===== config.mk =====
export PLATFORM = sky130hd
export DESIGN_NAME = controlUnit
export DESIGN_NICKNAME = d
export VERILOG_FILES = /design/src/logic/ctrlPkg.sv /design/src/logic/isaPkg.sv /design/src/logic/controlSequencer.sv /design/src/logic/controlUnit.sv /design/src/logic/controlWordGen.sv /design/src/logic/instrDecoder.sv
export SDC_FILE = /design/constraint.sdc
export NUM_CORES = 1
export LEC_CHECK = 0
export ABC_AREA = 1
export BUFFER_PORTS_ARGS = -buffer_cell sky130_fd_sc_hd__buf_2
export CELL_PAD_IN_SITES_DETAIL_PLACEMENT = 1
export CELL_PAD_IN_SITES_GLOBAL_PLACEMENT = 2
export CORE_ASPECT_RATIO = 1.1
export CORE_MARGIN = 2
export CORE_UTILIZATION = 20
export DETAILED_ROUTE_END_ITERATION = 16
export PLACE_DENSITY_LB_ADDON = 0.15
export SLEW_MARGIN = 20
export SYNTH_ARGS = -nofsm -noshare
export SYNTH_HDL_FRONTEND = slang
export SYNTH_SLANG_ARGS = --single-unit

===== constraint.sdc =====
create_clock -name clk -period 1.31 [get_ports clk]
set_clock_uncertainty 0.2 [all_clocks]
set_input_delay 0.131 -clock clk [delete_from_list [all_inputs] [get_ports clk]]
set_output_delay 0.131 -clock clk [all_outputs]
set_load 0.02 [all_outputs]

===== src/logic/ctrlPkg.sv =====
`default_nettype none

package ctrlPkg;

    // Phase lengths in cycles
    localparam int FETCH_CYCLES    = 3;
    localparam int MEM_READ_CYCLES = 3;
    localparam int STEP_WIDTH      = 2;

    // Instruction classes seen by the sequencer
    typedef enum logic [3:0] {
        CLS_ADD,
        CLS_SUB,
        CLS_AND,
        CLS_SLT,
        CLS_ADDI,
        CLS_LW,
        CLS_SW,
        CLS_BEQ,
        CLS_BNE,
        CLS_J,
        CLS_NOP
    } instClassT;

    typedef enum logic [2:0] {
        ST_FETCH,
        ST_DECODE,
        ST_EXEC,
        ST_MEM,
        ST_WB
    } stateT;

    typedef enum logic [1:0] {ALU_ADD, ALU_SUB, ALU_AND, ALU_SLT} aluOpT;

    // Datapath mux selects
    typedef enum logic {SRCA_PC, SRCA_REGA} aluSrcAT;

    typedef enum logic [1:0] {
        SRCB_REGB,
        SRCB_FOUR,
        SRCB_IMM,
        SRCB_IMM_SHIFTED
    } aluSrcBT;

    typedef enum logic {ADDR_PC, ADDR_ALUOUT} iorDT;
    typedef enum logic {DST_RT, DST_RD} regDstT;
    typedef enum logic {WB_ALUOUT, WB_MDR} memToRegT;

    typedef enum logic [1:0] {PCSRC_ALU, PCSRC_ALUOUT, PCSRC_JUMP} pcSourceT;

endpackage

`default_nettype wire


===== src/logic/isaPkg.sv =====
`default_nettype none

package isaPkg;

    // Instruction field widths
    localparam int OPCODE_WIDTH = 6;
    localparam int FUNCT_WIDTH  = 6;

    // Primary opcodes kept in this core
    typedef enum logic [OPCODE_WIDTH-1:0] {
        OP_RTYPE = 6'h00,
        OP_J     = 6'h02,
        OP_BEQ   = 6'h04,
        OP_BNE   = 6'h05,
        OP_ADDI  = 6'h08,
        OP_LW    = 6'h23,
        OP_SW    = 6'h2b
    } opcodeT;

    // Funct codes of the R-type ALU instructions
    typedef enum logic [FUNCT_WIDTH-1:0] {
        FN_ADD = 6'h20,
        FN_SUB = 6'h22,
        FN_AND = 6'h24,
        FN_SLT = 6'h2a
    } functT;

endpackage

`default_nettype wire


===== src/logic/controlSequencer.sv =====
`timescale 1ns/1ps
`default_nettype none

module controlSequencer (
    input  logic               clk,
    input  logic               reset,
    input  ctrlPkg::instClassT instClass,
    output ctrlPkg::stateT     state,
    output ctrlPkg::instClassT activeClass,
    output logic               lastStep
);

    import ctrlPkg::*;

    logic [STEP_WIDTH-1:0] step;
    stateT                 nextState;

    // Final cycle of the current phase
    always_comb begin
        case (state)
            ST_FETCH: lastStep = (step == STEP_WIDTH'(FETCH_CYCLES - 1));
            ST_MEM: begin
                if (activeClass == CLS_LW) begin
                    lastStep = (step == STEP_WIDTH'(MEM_READ_CYCLES - 1));
                end else begin
                    lastStep = 1'b1;
                end
            end
            default: lastStep = 1'b1;
        endcase
    end

    // Phase order after the current one ends
    always_comb begin
        nextState = ST_FETCH;
        case (state)
            ST_FETCH: nextState = ST_DECODE;
            // Class is not latched yet, so decode looks at the decoder directly
            ST_DECODE: nextState = (instClass == CLS_NOP) ? ST_FETCH : ST_EXEC;
            ST_EXEC: begin
                case (activeClass)
                    CLS_ADD, CLS_SUB, CLS_AND, CLS_SLT, CLS_ADDI: nextState = ST_WB;
                    CLS_LW, CLS_SW: nextState = ST_MEM;
                    default: nextState = ST_FETCH;
                endcase
            end
            ST_MEM: nextState = (activeClass == CLS_LW) ? ST_WB : ST_FETCH;
            default: nextState = ST_FETCH;
        endcase
    end

    always_ff @(posedge clk) begin
        if (reset) begin
            // Park in a write-back of a no-op, which drives no strobes
            state       <= ST_WB;
            step        <= '0;
            activeClass <= CLS_NOP;
        end else begin
            if (lastStep) begin
                state <= nextState;
                step  <= '0;
            end else begin
                step <= step + 1'b1;
            end
            if (state == ST_DECODE) begin
                activeClass <= instClass;
            end
        end
    end

endmodule

`default_nettype wire


===== src/logic/controlUnit.sv =====
`timescale 1ns/1ps
`default_nettype none

module controlUnit (
    input  logic              clk,
    input  logic              reset,
    input  isaPkg::opcodeT    opcode,
    input  isaPkg::functT     funct,
    output logic              pcWrite,
    output logic              pcWriteCondBeq,
    output logic              pcWriteCondBne,
    output logic              memRead,
    output logic              memWrite,
    output logic              irWrite,
    output logic              regWrite,
    output logic              regAWrite,
    output logic              regBWrite,
    output logic              aluOutWrite,
    output logic              mdrWrite,
    output ctrlPkg::aluOpT    aluOp,
    output ctrlPkg::aluSrcAT  aluSrcA,
    output ctrlPkg::aluSrcBT  aluSrcB,
    output ctrlPkg::iorDT     iorD,
    output ctrlPkg::regDstT   regDst,
    output ctrlPkg::memToRegT memToReg,
    output ctrlPkg::pcSourceT pcSource
);

    import ctrlPkg::*;

    instClassT instClass;
    instClassT activeClass;
    stateT     state;
    logic      lastStep;

    instrDecoder u_decoder (
        .opcode    (opcode),
        .funct     (funct),
        .instClass (instClass)
    );

    controlSequencer u_sequencer (
        .clk         (clk),
        .reset       (reset),
        .instClass   (instClass),
        .state       (state),
        .activeClass (activeClass),
        .lastStep    (lastStep)
    );

    controlWordGen u_wordGen (
        .state          (state),
        .activeClass    (activeClass),
        .lastStep       (lastStep),
        .pcWrite        (pcWrite),
        .pcWriteCondBeq (pcWriteCondBeq),
        .pcWriteCondBne (pcWriteCondBne),
        .memRead        (memRead),
        .memWrite       (memWrite),
        .irWrite        (irWrite),
        .regWrite       (regWrite),
        .regAWrite      (regAWrite),
        .regBWrite      (regBWrite),
        .aluOutWrite    (aluOutWrite),
        .mdrWrite       (mdrWrite),
        .aluOp          (aluOp),
        .aluSrcA        (aluSrcA),
        .aluSrcB        (aluSrcB),
        .iorD           (iorD),
        .regDst         (regDst),
        .memToReg       (memToReg),
        .pcSource       (pcSource)
    );

endmodule

`default_nettype wire


===== src/logic/controlWordGen.sv =====
`timescale 1ns/1ps
`default_nettype none

module controlWordGen (
    input  ctrlPkg::stateT     state,
    input  ctrlPkg::instClassT activeClass,
    input  logic               lastStep,
    output logic               pcWrite,
    output logic               pcWriteCondBeq,
    output logic               pcWriteCondBne,
    output logic               memRead,
    output logic               memWrite,
    output logic               irWrite,
    output logic               regWrite,
    output logic               regAWrite,
    output logic               regBWrite,
    output logic               aluOutWrite,
    output logic               mdrWrite,
    output ctrlPkg::aluOpT     aluOp,
    output ctrlPkg::aluSrcAT   aluSrcA,
    output ctrlPkg::aluSrcBT   aluSrcB,
    output ctrlPkg::iorDT      iorD,
    output ctrlPkg::regDstT    regDst,
    output ctrlPkg::memToRegT  memToReg,
    output ctrlPkg::pcSourceT  pcSource
);

    import ctrlPkg::*;

    always_comb begin
        // Everything idle unless a phase asks for it
        pcWrite        = 1'b0;
        pcWriteCondBeq = 1'b0;
        pcWriteCondBne = 1'b0;
        memRead        = 1'b0;
        memWrite       = 1'b0;
        irWrite        = 1'b0;
        regWrite       = 1'b0;
        regAWrite      = 1'b0;
        regBWrite      = 1'b0;
        aluOutWrite    = 1'b0;
        mdrWrite       = 1'b0;
        aluOp          = ALU_ADD;
        aluSrcA        = SRCA_PC;
        aluSrcB        = SRCB_REGB;
        iorD           = ADDR_PC;
        regDst         = DST_RT;
        memToReg       = WB_ALUOUT;
        pcSource       = PCSRC_ALU;

        case (state)
            ST_FETCH: begin
                memRead = 1'b1;
                iorD    = ADDR_PC;
                // Word arrives on the last read cycle, PC+4 goes in together
                if (lastStep) begin
                    irWrite  = 1'b1;
                    pcWrite  = 1'b1;
                    aluSrcA  = SRCA_PC;
                    aluSrcB  = SRCB_FOUR;
                    aluOp    = ALU_ADD;
                    pcSource = PCSRC_ALU;
                end
            end
            ST_DECODE: begin
                regAWrite   = 1'b1;
                regBWrite   = 1'b1;
                // Branch target into ALUOut
                aluOutWrite = 1'b1;
                aluSrcA     = SRCA_PC;
                aluSrcB     = SRCB_IMM_SHIFTED;
                aluOp       = ALU_ADD;
            end
            ST_EXEC: begin
                aluSrcA = SRCA_REGA;
                case (activeClass)
                    CLS_ADD, CLS_SUB, CLS_AND, CLS_SLT: begin
                        aluSrcB     = SRCB_REGB;
                        aluOutWrite = 1'b1;
                        case (activeClass)
                            CLS_SUB: aluOp = ALU_SUB;
                            CLS_AND: aluOp = ALU_AND;
                            CLS_SLT: aluOp = ALU_SLT;
                            default: aluOp = ALU_ADD;
                        endcase
                    end
                    // ADDI result and load/store address share this path
                    CLS_ADDI, CLS_LW, CLS_SW: begin
                        aluSrcB     = SRCB_IMM;
                        aluOp       = ALU_ADD;
                        aluOutWrite = 1'b1;
                    end
                    CLS_BEQ, CLS_BNE: begin
                        aluSrcB        = SRCB_REGB;
                        aluOp          = ALU_SUB;
                        pcSource       = PCSRC_ALUOUT;
                        pcWriteCondBeq = (activeClass == CLS_BEQ);
                        pcWriteCondBne = (activeClass == CLS_BNE);
                    end
                    CLS_J: begin
                        pcWrite  = 1'b1;
                        pcSource = PCSRC_JUMP;
                    end
                    default: ;
                endcase
            end
            ST_MEM: begin
                iorD = ADDR_ALUOUT;
                if (activeClass == CLS_LW) begin
                    memRead  = 1'b1;
                    mdrWrite = lastStep;
                end else if (activeClass == CLS_SW) begin
                    memWrite = 1'b1;
                end
            end
            ST_WB: begin
                case (activeClass)
                    CLS_ADD, CLS_SUB, CLS_AND, CLS_SLT: begin
                        regWrite = 1'b1;
                        regDst   = DST_RD;
                        memToReg = WB_ALUOUT;
                    end
                    CLS_ADDI: begin
                        regWrite = 1'b1;
                        regDst   = DST_RT;
                        memToReg = WB_ALUOUT;
                    end
                    CLS_LW: begin
                        regWrite = 1'b1;
                        regDst   = DST_RT;
                        memToReg = WB_MDR;
                    end
                    // No-op here is the reset parking slot
                    default: ;
                endcase
            end
            default: ;
        endcase
    end

endmodule

`default_nettype wire


===== src/logic/instrDecoder.sv =====
`timescale 1ns/1ps
`default_nettype none

module instrDecoder (
    input  isaPkg::opcodeT     opcode,
    input  isaPkg::functT      funct,
    output ctrlPkg::instClassT instClass
);

    import isaPkg::*;
    import ctrlPkg::*;

    always_comb begin
        instClass = CLS_NOP;
        case (opcode)
            OP_RTYPE: begin
                // R-type is resolved by funct
                case (funct)
                    FN_ADD:  instClass = CLS_ADD;
                    FN_SUB:  instClass = CLS_SUB;
                    FN_AND:  instClass = CLS_AND;
                    FN_SLT:  instClass = CLS_SLT;
                    default: instClass = CLS_NOP;
                endcase
            end
            OP_ADDI: instClass = CLS_ADDI;
            OP_LW:   instClass = CLS_LW;
            OP_SW:   instClass = CLS_SW;
            OP_BEQ:  instClass = CLS_BEQ;
            OP_BNE:  instClass = CLS_BNE;
            OP_J:    instClass = CLS_J;
            // Unsupported opcodes fall through as no-ops
            default: instClass = CLS_NOP;
        endcase
    end

endmodule

`default_nettype wire


# After elaboration in Yosys (flattened, before gate mapping)
# Cells that the tools add are included.
dict set report classes {
  add_sub_neg 1
  muxes 41
  n_reduce_logical 11
  n_eq_ne 25
}
# cell count
set op_table {}
lappend op_table {{$eq A6 B6 Y1 const B} 6}
lappend op_table {{$pmux W4 S7} 1}
lappend op_table {{$mux W1} 24}
lappend op_table {{$eq A4 B3 Y1 const B} 4}
lappend op_table {{$pmux W4 S4} 1}
lappend op_table {{$eq A4 B4 Y1 const B} 3}
lappend op_table {{$eq A6 B3 Y1 const B} 2}
lappend op_table {{$pmux W2 S3} 2}
lappend op_table {{$pmux W3 S4} 1}
lappend op_table {{$eq A4 B2 Y1 const B} 2}
lappend op_table {{$mux W2} 4}
lappend op_table {{$pmux W1 S2} 4}
lappend op_table {{$pmux W2 S2} 2}
lappend op_table {{$reduce_or A7 Y1} 1}
lappend op_table {{$eq A3 B2 Y1 const B} 2}
lappend op_table {{$eq A6 B2 Y1 const B} 1}
lappend op_table {{$eq A6 B4 Y1 const B} 1}
lappend op_table {{$logic_not A6 Y1} 1}
lappend op_table {{$pmux W3 S2} 1}
lappend op_table {{$reduce_or A2 Y1} 3}
lappend op_table {{$reduce_or A6 Y1} 1}
lappend op_table {{$reduce_or A5 Y1} 1}
lappend op_table {{$eq A4 B1 Y1 const B} 1}
lappend op_table {{$logic_not A4 Y1} 1}
lappend op_table {{8 further kinds} 8}
dict set report word_totals {
  register_bits 9
  in_bits 14
  elab_cells 81
}

# Depth between registers and ports, before layout
# Gate-level depths: netlist of the first run.
dict set report depth {
  ltp_word 6
  mapped_depth 13
  ltp_nobuf 13
}

# Cells and area by module
# Synthesis of the first run repeated with hierarchy kept, for this count alone.
dict set report hier_totals {
  hier_cells 176
  area_unflattened_um2 970.9
}
# mod seq_area_each_um2 area_each_um2 n_inst cells_per_inst
set modules_own_cells {}
lappend modules_own_cells {controlSequencer 180.2 446.7 1 63}
lappend modules_own_cells {controlWordGen 0.0 279.0 1 59}
lappend modules_own_cells {instrDecoder 0.0 245.2 1 54}

# Least setup slack after synthesis of the first run
# Ideal clock, no wire load.
dict set report synth_timing {
  path_kind {reg2out}
  from {register u_sequencer.state[0]}
  to {output memWrite}
  slack_ps -598
  arrival_time_ps 1577
  path_buffers 0
  required_ps 979
  path_stages_with_launch 5
  cell_sequence {dfxtp_1 > inv_2 > nor3_2 > inv_1 > nor4_1}
}
dict set report synth_between {
  elab_chain_cells 2
}
# item line_no
set synth_rtl {}
lappend synth_rtl {{from (decl)} controlSequencer.sv:8} ;# output ctrlPkg::stateT state,
lappend synth_rtl {{from (signal assigned)} controlSequencer.sv:60} ;# state <= nextState;
lappend synth_rtl {{$eq A3 B2 Y1} controlWordGen.sv:51} ;# case (state)
lappend synth_rtl {{$mux W1} controlWordGen.sv:51}
lappend synth_rtl {{to (decl)} controlUnit.sv:13} ;# output logic memWrite,
# No other way between the ends.

# Worst setup path in the final report of the first run
dict set report layout_timing {
  from {register u_sequencer.state[0]}
  to {output pcWriteCondBeq}
}
dict set report layout_between {
  elab_chain_cells 2
}
# item line_no
set layout_rtl {}
lappend layout_rtl {{$eq A3 B2 Y1} controlWordGen.sv:51}
lappend layout_rtl {{$mux W1} controlWordGen.sv:51}
lappend layout_rtl {{to (decl)} controlUnit.sv:10} ;# output logic pcWriteCondBeq,
# No other way between the ends.

==> summary.md, run 1 <==
| Metric | Value |
|---|---|
| Synthesized Nets | `155` |
| Port bufs | `34` |
| Yosys cell types | `27` |
| DR pass1 iterations | `3` |
| GPL Wtd Cong | `0.736` |
| Switching part of the total power | `0.315` |
| Num CTS Buffers | `3` |
| Reg2Reg Depth | `9` |
| Syn Area/Cell | `5.88 sq um` |
| Final min period | `1.69 ns` |
| DRC violations left | `0` |
| Fraction of layout cells with a size suffix above 1 | `0.667` |
| Largest family of logic cells by synthesized area | `simple AND/OR/NAND/NOR gates` |
| RR Endpoint | `u_sequencer.state[0]$_SDFFE_PP0N_` |
| XOR/XNOR share of the synthesized area | `0` |
| Die area | `4650 sq um` |
| DIE HEIGHT | `71.3 microns` |
| Clock tree sinks | `9` |
| Max FO, Critical Path | `5` |
| Clock latency at the later pin of the worst-skew pair | `0.23 ns` |
| Synth top area share | `0.219` |
| Design Power | `0.981 mW` |
| Failing checks | `setup timing` |
| Unrepaired setup endpoints after global routing | `yes` |
| Pleak | `0.865 nW` |
| Worst Setup Start Kind | `flop` |
| Root Driver | `clkbuf_8` |
| Worst Path Arrival | `1.36 ns` |
| Gate power share | `0.368` |
| Final setup violating endpoints | `30` |
| Vias in the first global route | `1244` |
| Largest net degree at the start of global routing | `8` |
| Synth Instances | `140` |
| Total Routed Length | `3230 microns` |
| Setup TNS | `-7.73 ns` |
| Area leader, netlist | `dfxtp_1` |
| Hold_ws | `0.0415 ns` |
| Ys Warns | `0` |
| N_diodes | `0` |
| Total gr overflow | `0` |
| GRT Util Overall | `0.142` |
| Final hold violations | `0` |
| PnR worst setup slack | `-0.378 ns` |
| Register area share after synthesis | `0.219` |
| Switching pwr | `0.309 mW` |
| Cell internal pwr | `0.672 mW` |
| Relative slew slack | `0.791` |
| Register-to-register setup slack | `-0.24 ns` |
| Nets | `238` |
| Commonest cells post-synth | `inv_1 (30), nor2_1 (28), nand2_1 (23), nand3_1 (15), dfxtp_1 (9)` |
| CP required | `0.98 ns` |
| Cell Pwr Density | `527 nW/um^2` |
| Ys flop type | `dfxtp_1` |
| Row cnt | `24` |
| EDFF count, synth | `0` |
| Mux cell area share after synthesis | `0` |
| Slew @ Worst Pin | `0.311 ns` |
| Worst hold start | `reset` |
| CTS H-tree lvls | `1` |
| Simple-gate share of the synthesized area | `0.492` |
| IO Count | `35` |
| Outcome | `finished with violations` |
| Synth Register Bits | `9` |
| CP endpoint | `pcWriteCondBeq` |
| Synth Area in Adders | `0.0152` |
| DPL Wire Length | `2520 microns` |
| Die Wd | `65.2 microns` |
| CP Capture Type | `output pin` |
| Initial DRC Count | `23` |
| CTS tree | `built` |
| Worst-case clock buffer depth | `2` |
| Top post-synthesis cells by area | `dfxtp_1 (22%), inv_1 (14%), nor2_1 (13%)` |
| Synth Cell Area | `823 sq um` |
| Max-Cap Viols | `0` |
| Post-synthesis compound-gate area fraction | `0.119` |
| Critical path class | `flop to output pin` |
| Starting Density | `0.208` |
| R2R Path Start | `u_sequencer.state[1]$_SDFFE_PP0N_` |
| Worst-path clk slew | `0.04 ns` |
| Sequential share of power | `0.314` |
| Fmax | `592 MHz` |
| Routed vias | `1188` |
| Routed Antenna Nets | `0` |
| Fin crit share | `1.29` |
| FILL cells | `490` |
| First-pass GRT wire length | `5340 microns` |
| HP Class | `input port to flop` |
| Ys async rst share | `0` |
| Peak supply drop | `0.215 mV` |
| Setup crit start | `u_sequencer.state[0]$_SDFFE_PP0N_` |
| Max-slew violation count | `0` |
| P&R area growth vs syn | `126%` |
| Clock network power share | `0.318` |
| Core area | `3960 sq um` |
| Initial antenna violation count | `0` |
| Average wire per standard cell | `11.8 microns` |
| Most frequent cell after synthesis | `inv_1` |
| Via/cell ratio | `4.34` |
==> layout by cell type (no fill, tap or decap), types with 2 or more instances in the layout <==
master	instances
inv_1	18
dfxtp_4	4
dlygate4sd3_1	2
dfxtp_1	3
buf_4	38
nand3_4	2
nand2_4	3
a21oi_1	3
inv_4	4
nor2_4	12
buf_2	14
buf_6	25
nand3_1	14
dfxtp_2	2
nor2_1	12
o21ai_2	4
clkbuf_8	3
inv_2	10
nand2_2	5
nand2_1	16
nor2_2	8
nor3_4	5
==> cell type report <==
cell class | instances | area [sq um] | area share
multi-input cells | 98 | 768 | 0.412
clock buffers | 4 | 45.0 | 0.0242
well taps | 52 | 65.1 | 0.0349
inverters | 32 | 130 | 0.0698
repair buffers | 79 | 657 | 0.353
flip-flops and latches | 9 | 198 | 0.106
==> power groups by stage <==
stage / Combinational [mW] / Clock, mW / Sequential, mW
finish: 0.361 / 0.312 / 0.308
global route: 0.393 / 0.336 / 0.310
CTS: 0.321 / 0.322 / 0.305
detailed placement: 0.265 / 0 / 0.310
global placement: 0.259 / 0 / 0.309
floorplan: 0.148 / 0 / 0.309
==> sequential cells by signal (all words and copies together), names as in the netlist <==
signal,flops
u_sequencer.activeClass,4
u_sequencer.state,3
u_sequencer.step,2
==> critical path, cell delays in order (launching register included) <==
cell,delay (ns)
dfxtp_4,0.36
nor3_4,0.27
buf_4,0.17
inv_4,0.06
nor3_4,0.11
buf_4,0.16
==> timing repair <==
item                                    4_1_cts  5_1_grt
pin swaps                                    10        9
hold endpoints to repair                      2        0
setup buffers                                 9        7
resized for setup                            56       25
endpoints found under the setup margin       30       30
hold buffers                                  2        0
==> cell families after synthesis <==
logic type,count (synthesis)
flops,9
compound gates,16
fa+ha+maj,1
buf+inv,33
simple gates,81
==> metrics by stage <==
step	instance area, sq um	setup slack [ns]	util	cells
2_1_floorplan	1000	-0.265	-	140
3_3_place_gp	1440	-0.233	0.364	254
3_5_place_dp	1440	-0.276	0.364	254
4_1_cts	1730	-0.378	0.437	269
5_1_grt	1860	-0.443	0.470	274
6_report	1860	-0.378	0.470	274
==> worst min-delay path by stage <==
stage	slack (ns)	endpoint	depth (start not counted)
after floorplan	0.00007	u_sequencer.activeClass[2]$_SDFFE_PP0P_	1
after global placement	0.18	u_sequencer.activeClass[2]$_SDFFE_PP0P_	2
after detailed placement	0.18	u_sequencer.activeClass[2]$_SDFFE_PP0P_	2
after CTS	0.03	u_sequencer.state[2]$_SDFFE_PP1N_	3
after global routing	0.08	u_sequencer.state[2]$_SDFFE_PP1N_	3
final	0.04	u_sequencer.state[2]$_SDFFE_PP1N_	3
==> routing by layer <==
| metal | routed length (microns) | part of all wire | GRT usage | up-vias |
|---|---|---|---|---|
| met5 | 0 | 0 | 0 | - |
| met4 | 59 | 0.018 | 0.0486 | 0 |
| met3 | 73 | 0.023 | 0.0126 | 6 |
| met2 | 1920 | 0.59 | 0.288 | 27 |
| met1 | 1180 | 0.36 | 0.149 | 552 |
| li1 | - | - | - | 603 |
Power figures use the tool's default switching activity.
==> run 2: changes to the inputs <==
- CELL_PAD_IN_SITES_GLOBAL_PLACEMENT: 2 -> 1
- CORE_UTILIZATION: 20 -> 28
- SYNTH_HIERARCHICAL: unset -> 1
==> summary.md, run 2 <==
| Metric | Value |
|---|---|
| Outcome | `finished with violations` |
| Failing checks | `setup timing` |
| Fin crit share | `1.33 (+0.0427)` |
| Nets | `266 (+12%)` |
| Slew @ Worst Pin | `0.272 ns (-0.0391 ns)` |
| Area leader, netlist | `dfxtp_1` |
| Flip-flop count of the largest register after layout | `4 (unchanged)` |
| Total gr overflow | `0 (unchanged)` |
| Worst Path Buf+Inv | `1 (-2)` |
| Total Routed Length | `3880 microns (+20%)` |
| Average wire per standard cell | `13.0 microns (+10%)` |
| Die area | `3960 sq um (-15%)` |
| Worst-path clk slew | `0.07 ns (+0.03 ns)` |
| EDFF count, synth | `0 (unchanged)` |
| Critical path class | `flop to output pin` |
| Core area | `3330 sq um (-16%)` |
| Clock latency at the later pin of the worst-skew pair | `0.27 ns (+0.04 ns)` |
| Register area share after synthesis | `0.186 (-0.0333)` |
| CP Capture Type | `output pin` |
| Synth top area share | `0.186 (-0.0333)` |
| Via/cell ratio | `4.60 (+6.0%)` |
| Top Registers | `u_sequencer/activeClass (4), u_sequencer/state (3), u_sequencer/step (2)` |
| Synth Register Bits | `9 (unchanged)` |
| Pleak | `0.931 nW (+7.6%)` |
| Commonest cells post-synth | `nand2_1 (43), nor2_1 (33), inv_1 (31), nand3_1 (18), dfxtp_1 (9)` |
| PnR worst setup slack | `-0.434 ns (-0.0559 ns)` |
| Yosys cell types | `22 (-19%)` |
| Worst-case clock buffer depth | `2 (unchanged)` |
| Switching part of the total power | `0.383 (+0.0672)` |
| DPL Wire Length | `2670 microns (+6.1%)` |
| Worst path slowest cell | `dfxtp_4` |
| CP max stage delay | `0.40 ns (+0.04 ns)` |
| CTS tree | `built` |
| Register with the most flip-flops | `u_sequencer/activeClass` |
| Final hold violations | `0 (unchanged)` |
| Unrepaired setup endpoints after global routing | `yes` |
| Clock network power share | `0.223 (-0.095)` |
| Worst Setup Start Kind | `flop` |
| Cell internal pwr | `0.618 mW (-7.9%)` |
| Fraction of layout cells with a size suffix above 1 | `0.564 (-0.103)` |
| Syn Area/Cell | `5.52 sq um (-6.2%)` |
| Cell Pwr Density | `541 nW/um^2 (+2.8%)` |
| Initial antenna violation count | `0 (unchanged)` |
| Synth Instances | `176 (+26%)` |
| P&R area growth vs syn | `90.6%` |
| CP Cell Sequence | `nand2_2 > nor2_1 > nand3_1 > nand2_2 > nand2_4 > nand3_4 > o21ai_2 > buf_6` |
| N_diodes | `0 (unchanged)` |
| Clock tree sinks | `9 (unchanged)` |
| DRC violations left | `0 (unchanged)` |
| Port bufs | `34 (unchanged)` |
| Max FO, Critical Path | `6 (+1)` |
| Gate power share | `0.468 (+0.100)` |
| Ys async rst share | `0 (unchanged)` |
| Routed vias | `1370 (+15%)` |
| Starting Density | `0.292 (+0.0838)` |
| Row cnt | `22 (-8.3%)` |
| Worst Path Arrival | `1.41 ns (+0.05 ns)` |
| Sequential share of power | `0.309 (-0.005)` |
| Routed Antenna Nets | `0 (unchanged)` |
| IO Count | `35 (unchanged)` |
| Register-to-register setup slack | `-0.22 ns (+0.02 ns)` |
| Switching pwr | `0.383 mW (+24%)` |
| First-pass GRT wire length | `5700 microns (+6.7%)` |
| Final setup violating endpoints | `28 (-6.7%)` |
| Ys Warns | `6 (+6)` |
| Synthesized Nets | `191 (+23%)` |
| GPL Wtd Cong | `0.838 (+14%)` |
| Max-Cap Viols | `0 (unchanged)` |
| Most frequent cell after synthesis | `nand2_1` |
| Peak supply drop | `0.216 mV (+0.53%)` |
| DR pass1 iterations | `4 (+1)` |
| GRT Util Overall | `0.186 (+0.0443)` |
| CP required | `0.98 ns (about the same)` |
| Max-slew violation count | `0 (unchanged)` |
| Top post-synthesis cells by area | `dfxtp_1 (19%), nand2_1 (17%), nor2_1 (13%)` |
| Relative slew slack | `0.819 (+0.0280)` |
| Fmax | `573 MHz (-3.2%)` |
| DIE HEIGHT | `65.8 microns (-7.8%)` |
| Initial DRC Count | `41 (+78%)` |
| Largest net degree at the start of global routing | `8 (unchanged)` |
| Final min period | `1.74 ns (+0.0559 ns)` |
| Most common cell after layout, fill and taps aside | `buf_4` |
| Top cell by count, worst path | `nand2_2` |
| Die Wd | `60.1 microns (-7.7%)` |
| CP top delay family | `simple AND/OR/NAND/NOR gates` |
| Root Driver | `clkbuf_4` |
| Pre-CTS setup slack | `-0.229 ns (+0.0469 ns)` |
| Most frequent cells in the layout | `buf_4 (36), nand2_1 (33), inv_1 (23), nor2_1 (23), buf_6 (21)` |
| Num CTS Buffers | `3 (unchanged)` |
| Vias in the first global route | `1373 (+10%)` |
| Hold_ws | `0.205 ns (+0.163 ns)` |
| Setup TNS | `-8.28 ns (-0.544 ns)` |
| CTS H-tree lvls | `1 (unchanged)` |
| Synth Cell Area | `971 sq um (+18%)` |
| HP Class | `input port to flop` |
| Ys flop type | `dfxtp_1` |
[run 2: changes by cell type after synthesis, sizes merged, moves of 2 or more]
cell	previous run	this run
nand2	25	48
nor2	32	42
nand3	17	20
inv	32	34
nand4	1	3
o22ai	2	0
[run 2: kinds of logic after synthesis]
| group | share of synthesized area |
|---|---|
| AND/OR/NAND/NOR | 0.590 |
| adder cells (fa/ha/maj) | 0.0129 |
| AO/OA/AOI/OAI | 0.0683 |
| buffers and inverters | 0.143 |
| flip-flops | 0.186 |
[run 2: worst register-to-register path, cell delays in order (launching register included)]
cell,delay (ns)
dfxtp_4,0.40
nand2_2,0.05
nor2_1,0.10
nand3_1,0.12
nand2_2,0.12
nand2_4,0.07
buf_4,0.14
buf_6,0.12
nand2_1,0.06
nand2_1,0.05
[run 2: routing by layer]
layer / GRT usage / wire, microns / up-vias
li1: - / - / 690
met1: 0.187 / 1420 / 637
met2: 0.379 / 2260 / 35
met3: 0.00787 / 88 / 8
met4: 0.0750 / 106 / 0
met5: 0 / 0 / -
[run 2: layout make-up]
type | instances | area [sq um]
Clock buffer | 4 | 26.3
Fill cell | 437 | 1480
Inverter | 35 | 144
Multi-Input combinational cell | 131 | 840
Sequential cell | 9 | 199
Tap cell | 48 | 60.1
Timing Repair Buffer | 71 | 582
[run 2: power groups by stage]
stage | sequential, mW | clock [mW] | combinational, mW
6_report | 0.310 | 0.223 | 0.468
5_1_grt | 0.314 | 0.251 | 0.507
4_1_cts | 0.310 | 0.230 | 0.409
3_5_place_dp | 0.315 | 0 | 0.342
3_3_place_gp | 0.314 | 0 | 0.329
2_1_floorplan | 0.320 | 0 | 0.180
[run 2: worst paths after layout]
kind / to / depth (start not counted) / startpoint
worst min-delay path: u_sequencer/activeClass[0]$_SDFFE_PP0P_ / 6 / funct[2]
worst max-delay path: pcWrite / 8 / u_sequencer/state[0]$_SDFFE_PP0P_
worst min register to register: u_sequencer/step[0]$_SDFF_PP0_ / 2 / u_sequencer/step[0]$_SDFF_PP0_
worst max register to register: u_sequencer/state[2]$_SDFFE_PP1P_ / 9 / u_sequencer/state[0]$_SDFFE_PP0P_
[run 2: per-stage QoR]
step	utilization	total power [mW]	cell area (sq um)	instances
2_1_floorplan	-	0.500	1020	176
5_1_grt	0.556	1.07	1850	298
4_1_cts	0.519	0.949	1730	294
6_report	0.556	1.00	1850	298
3_5_place_dp	0.435	0.657	1450	284
3_3_place_gp	0.435	0.643	1450	284
[run 2: timing repair]
item                                    4_1_cts  5_1_grt
gates resized for setup                      65       31
endpoints found under the hold margin         3        0
hold buffers                                  1        0
endpoints found under the setup margin       30       30
pin swaps                                    13        6
buffers inserted                              6        4
==> run 3: changes to the inputs <==
- GPL_TIMING_DRIVEN: unset -> 0
==> summary.md, run 3 (same netlist as run 2, synthesis figures left out) <==
| Metric | Value |
|---|---|
| Outcome | `finished with violations` |
| Failing checks | `setup timing` |
| Most frequent cells in the layout | `nand2_1 (31), inv_1 (23), buf_6 (22)` |
| Final Cell Area | `1790 sq um (-3.2%)` |
| N_diodes | `0 (unchanged)` |
| Routed Antenna Nets | `0 (unchanged)` |
| Clock tree sinks | `9 (unchanged)` |
| Fraction of layout cells with a size suffix above 1 | `0.572 (+0.00803)` |
| CP Cell Sequence | `nor2_2 > nand3_2 > nand2_2 > nand2_4 > nand3_4 > o21ai_2 > buf_6` |
| Starting Density | `0.292 (unchanged)` |
| Die area | `3960 sq um (unchanged)` |
| Num CTS Buffers | `3 (unchanged)` |
| Setup crit start | `u_sequencer/activeClass[3]$_SDFFE_PP1P_` |
| Total Routed Length | `4020 microns (+3.8%)` |
| Worst-case clock buffer depth | `2 (unchanged)` |
| GRT Util Overall | `0.183 (-0.00319)` |
| Critical path class | `flop to output pin` |
| CP Capture Type | `output pin` |
| FILL cells | `417 (-4.6%)` |
| Largest net degree at the start of global routing | `9 (+1)` |
| Final setup violating endpoints | `30 (+7.1%)` |
| Slew @ Worst Pin | `0.258 ns (-0.0140 ns)` |
| Initial DRC Count | `27 (-34%)` |
| Cell Pwr Density | `535 nW/um^2 (-1.1%)` |
| PnR worst setup slack | `-0.431 ns (+0.00251 ns)` |
| Fin crit share | `1.33 (-0.00192)` |
| CTS tree | `built` |
| Total gr overflow | `0 (unchanged)` |
| Initial antenna violation count | `0 (unchanged)` |
| GPL Wtd Cong | `0.758 (-9.6%)` |
| Average wire per standard cell | `14.2 microns (+8.9%)` |
| Nets | `252 (-5.3%)` |
| Port bufs | `34 (unchanged)` |
| Cell Area, Placed | `1250 sq um (-13%)` |
| Met3 usage | `0.0138 (+0.00591)` |
| Pleak | `0.884 nW (-5.1%)` |
| P&R area growth vs syn | `84.5%` |
| DRC violations left | `0 (unchanged)` |
| Peak supply drop | `0.254 mV (+18%)` |
| Via/cell ratio | `4.73 (+2.9%)` |
| Clock latency at the later pin of the worst-skew pair | `0.25 ns (-0.02 ns)` |
| Placed Cells | `258 (-9.2%)` |
| Final hold violations | `0 (unchanged)` |
| Worst-path clk slew | `0.06 ns (about the same)` |
| HP Class | `input port to flop` |
| Top Registers | `u_sequencer/activeClass (4), u_sequencer/state (3), u_sequencer/step (2)` |
| Max-Cap Viols | `0 (unchanged)` |
| Max FO, Critical Path | `6 (unchanged)` |
| Die Wd | `60.1 microns (unchanged)` |
| Non-filler cells, final | `284 (-4.7%)` |
| Met2 Usage GRT | `0.409 (+0.0299)` |
| Vias in the first global route | `1313 (-4.4%)` |
| R2R Path Start | `u_sequencer/state[0]$_SDFFE_PP0P_` |
| Worst Path Arrival | `1.41 ns (about the same)` |
| Max-slew violation count | `0 (unchanged)` |
| Root Driver | `clkbuf_4` |
| Design Power | `0.959 mW (-4.3%)` |
| Register with the most flip-flops | `u_sequencer/activeClass` |
| IO Count | `35 (unchanged)` |
| CP required | `0.98 ns (about the same)` |
| Worst Path Buf+Inv | `1 (unchanged)` |
| First-pass GRT wire length | `5540 microns (-2.8%)` |
| Final min period | `1.74 ns (-0.00251 ns)` |
| DR pass1 iterations | `4 (unchanged)` |
| Register-to-register setup slack | `-0.18 ns (+0.04 ns)` |
| Worst hold start | `funct[4]` |
| CTS H-tree lvls | `1 (unchanged)` |
| Most used routing layer | `met2` |
| Core area | `3330 sq um (unchanged)` |
| Fin util | `0.538 (-0.0177)` |
| Hold_ws | `0.203 ns (-0.00182 ns)` |
| Worst path slowest cell | `dfxtp_4` |
| Routed vias | `1344 (-1.9%)` |
| GR met1 Demand/Resource | `0.167 (-0.0203)` |
| Row cnt | `22 (unchanged)` |
| CP top delay family | `simple AND/OR/NAND/NOR gates` |
| CP max stage delay | `0.38 ns (-0.02 ns)` |
| Most common cell after layout, fill and taps aside | `nand2_1` |
| Flip-flop count of the largest register after layout | `4 (unchanged)` |
| Relative slew slack | `0.828 (+0.00936)` |
| Fmax | `574 MHz (+0.14%)` |
| Unrepaired setup endpoints after global routing | `yes` |
| DPL Wire Length | `2290 microns (-14%)` |
| DIE HEIGHT | `65.8 microns (unchanged)` |
| Worst Setup Start Kind | `flop` |
-- run 3: path summary, 6_finish.rpt --
| kind | end | depth (start not counted) |
|---|---|---|
| worst min-delay path | u_sequencer/activeClass[0]$_SDFFE_PP0P_ | 6 |
| worst max register to register | u_sequencer/activeClass[0]$_SDFFE_PP0P_ | 7 |
| worst max-delay path | pcWrite | 7 |
| worst min register to register | u_sequencer/step[0]$_SDFF_PP0_ | 1 |
-- run 3: power by group --
group / internal (mW) / switching [mW]
registers: 0.285 / 0.0300
clock network: 0.117 / 0.0906
logic: 0.181 / 0.255
total: 0.583 / 0.375
-- run 3: area by class of cell --
type                            count  area (sq um)  area share
Buffer                              1          11.3     0.00628
Clock buffer                        4          26.3      0.0147
Inverter                           35           143      0.0796
Multi-Input combinational cell    131           876       0.489
Sequential cell                     9           206       0.115
Tap cell                           48          60.1      0.0335
Timing Repair Buffer               56           469       0.262
-- run 3: what timing repair did --
item	in CTS	in global routing
buffers inserted	14	8
setup endpoints to repair	29	30
endpoints found under the hold margin	3	0
cloned	0	0
hold buffers	1	0
pin swaps	11	21
resized for setup	64	44
-- run 3: worst register-to-register path, delay by kind of cell (launching register included) --
| kind | cells | cell delay, ns |
|---|---|---|
| AND/OR/NAND/NOR | 1 | 0.23 |
| AO/OA/AOI/OAI | 2 | 0.19 |
| buffers and inverters | 4 | 0.36 |
| flip-flops | 1 | 0.39 |
-- run 3: layer usage --
layer,vias up,part of all wire
li1,664,-
met1,633,0.34
met2,41,0.61
met3,6,0.028
met4,0,0.015
met5,-,0
-- run 3: per-stage QoR --
step           setup TNS, ns  setup slack [ns]
3_5_place_dp           -2.94            -0.285
5_1_grt               -10.60            -0.519
6_report               -8.49            -0.431
4_1_cts                -7.25            -0.402
2_1_floorplan         -0.133           -0.0475
3_3_place_gp           -2.55            -0.285
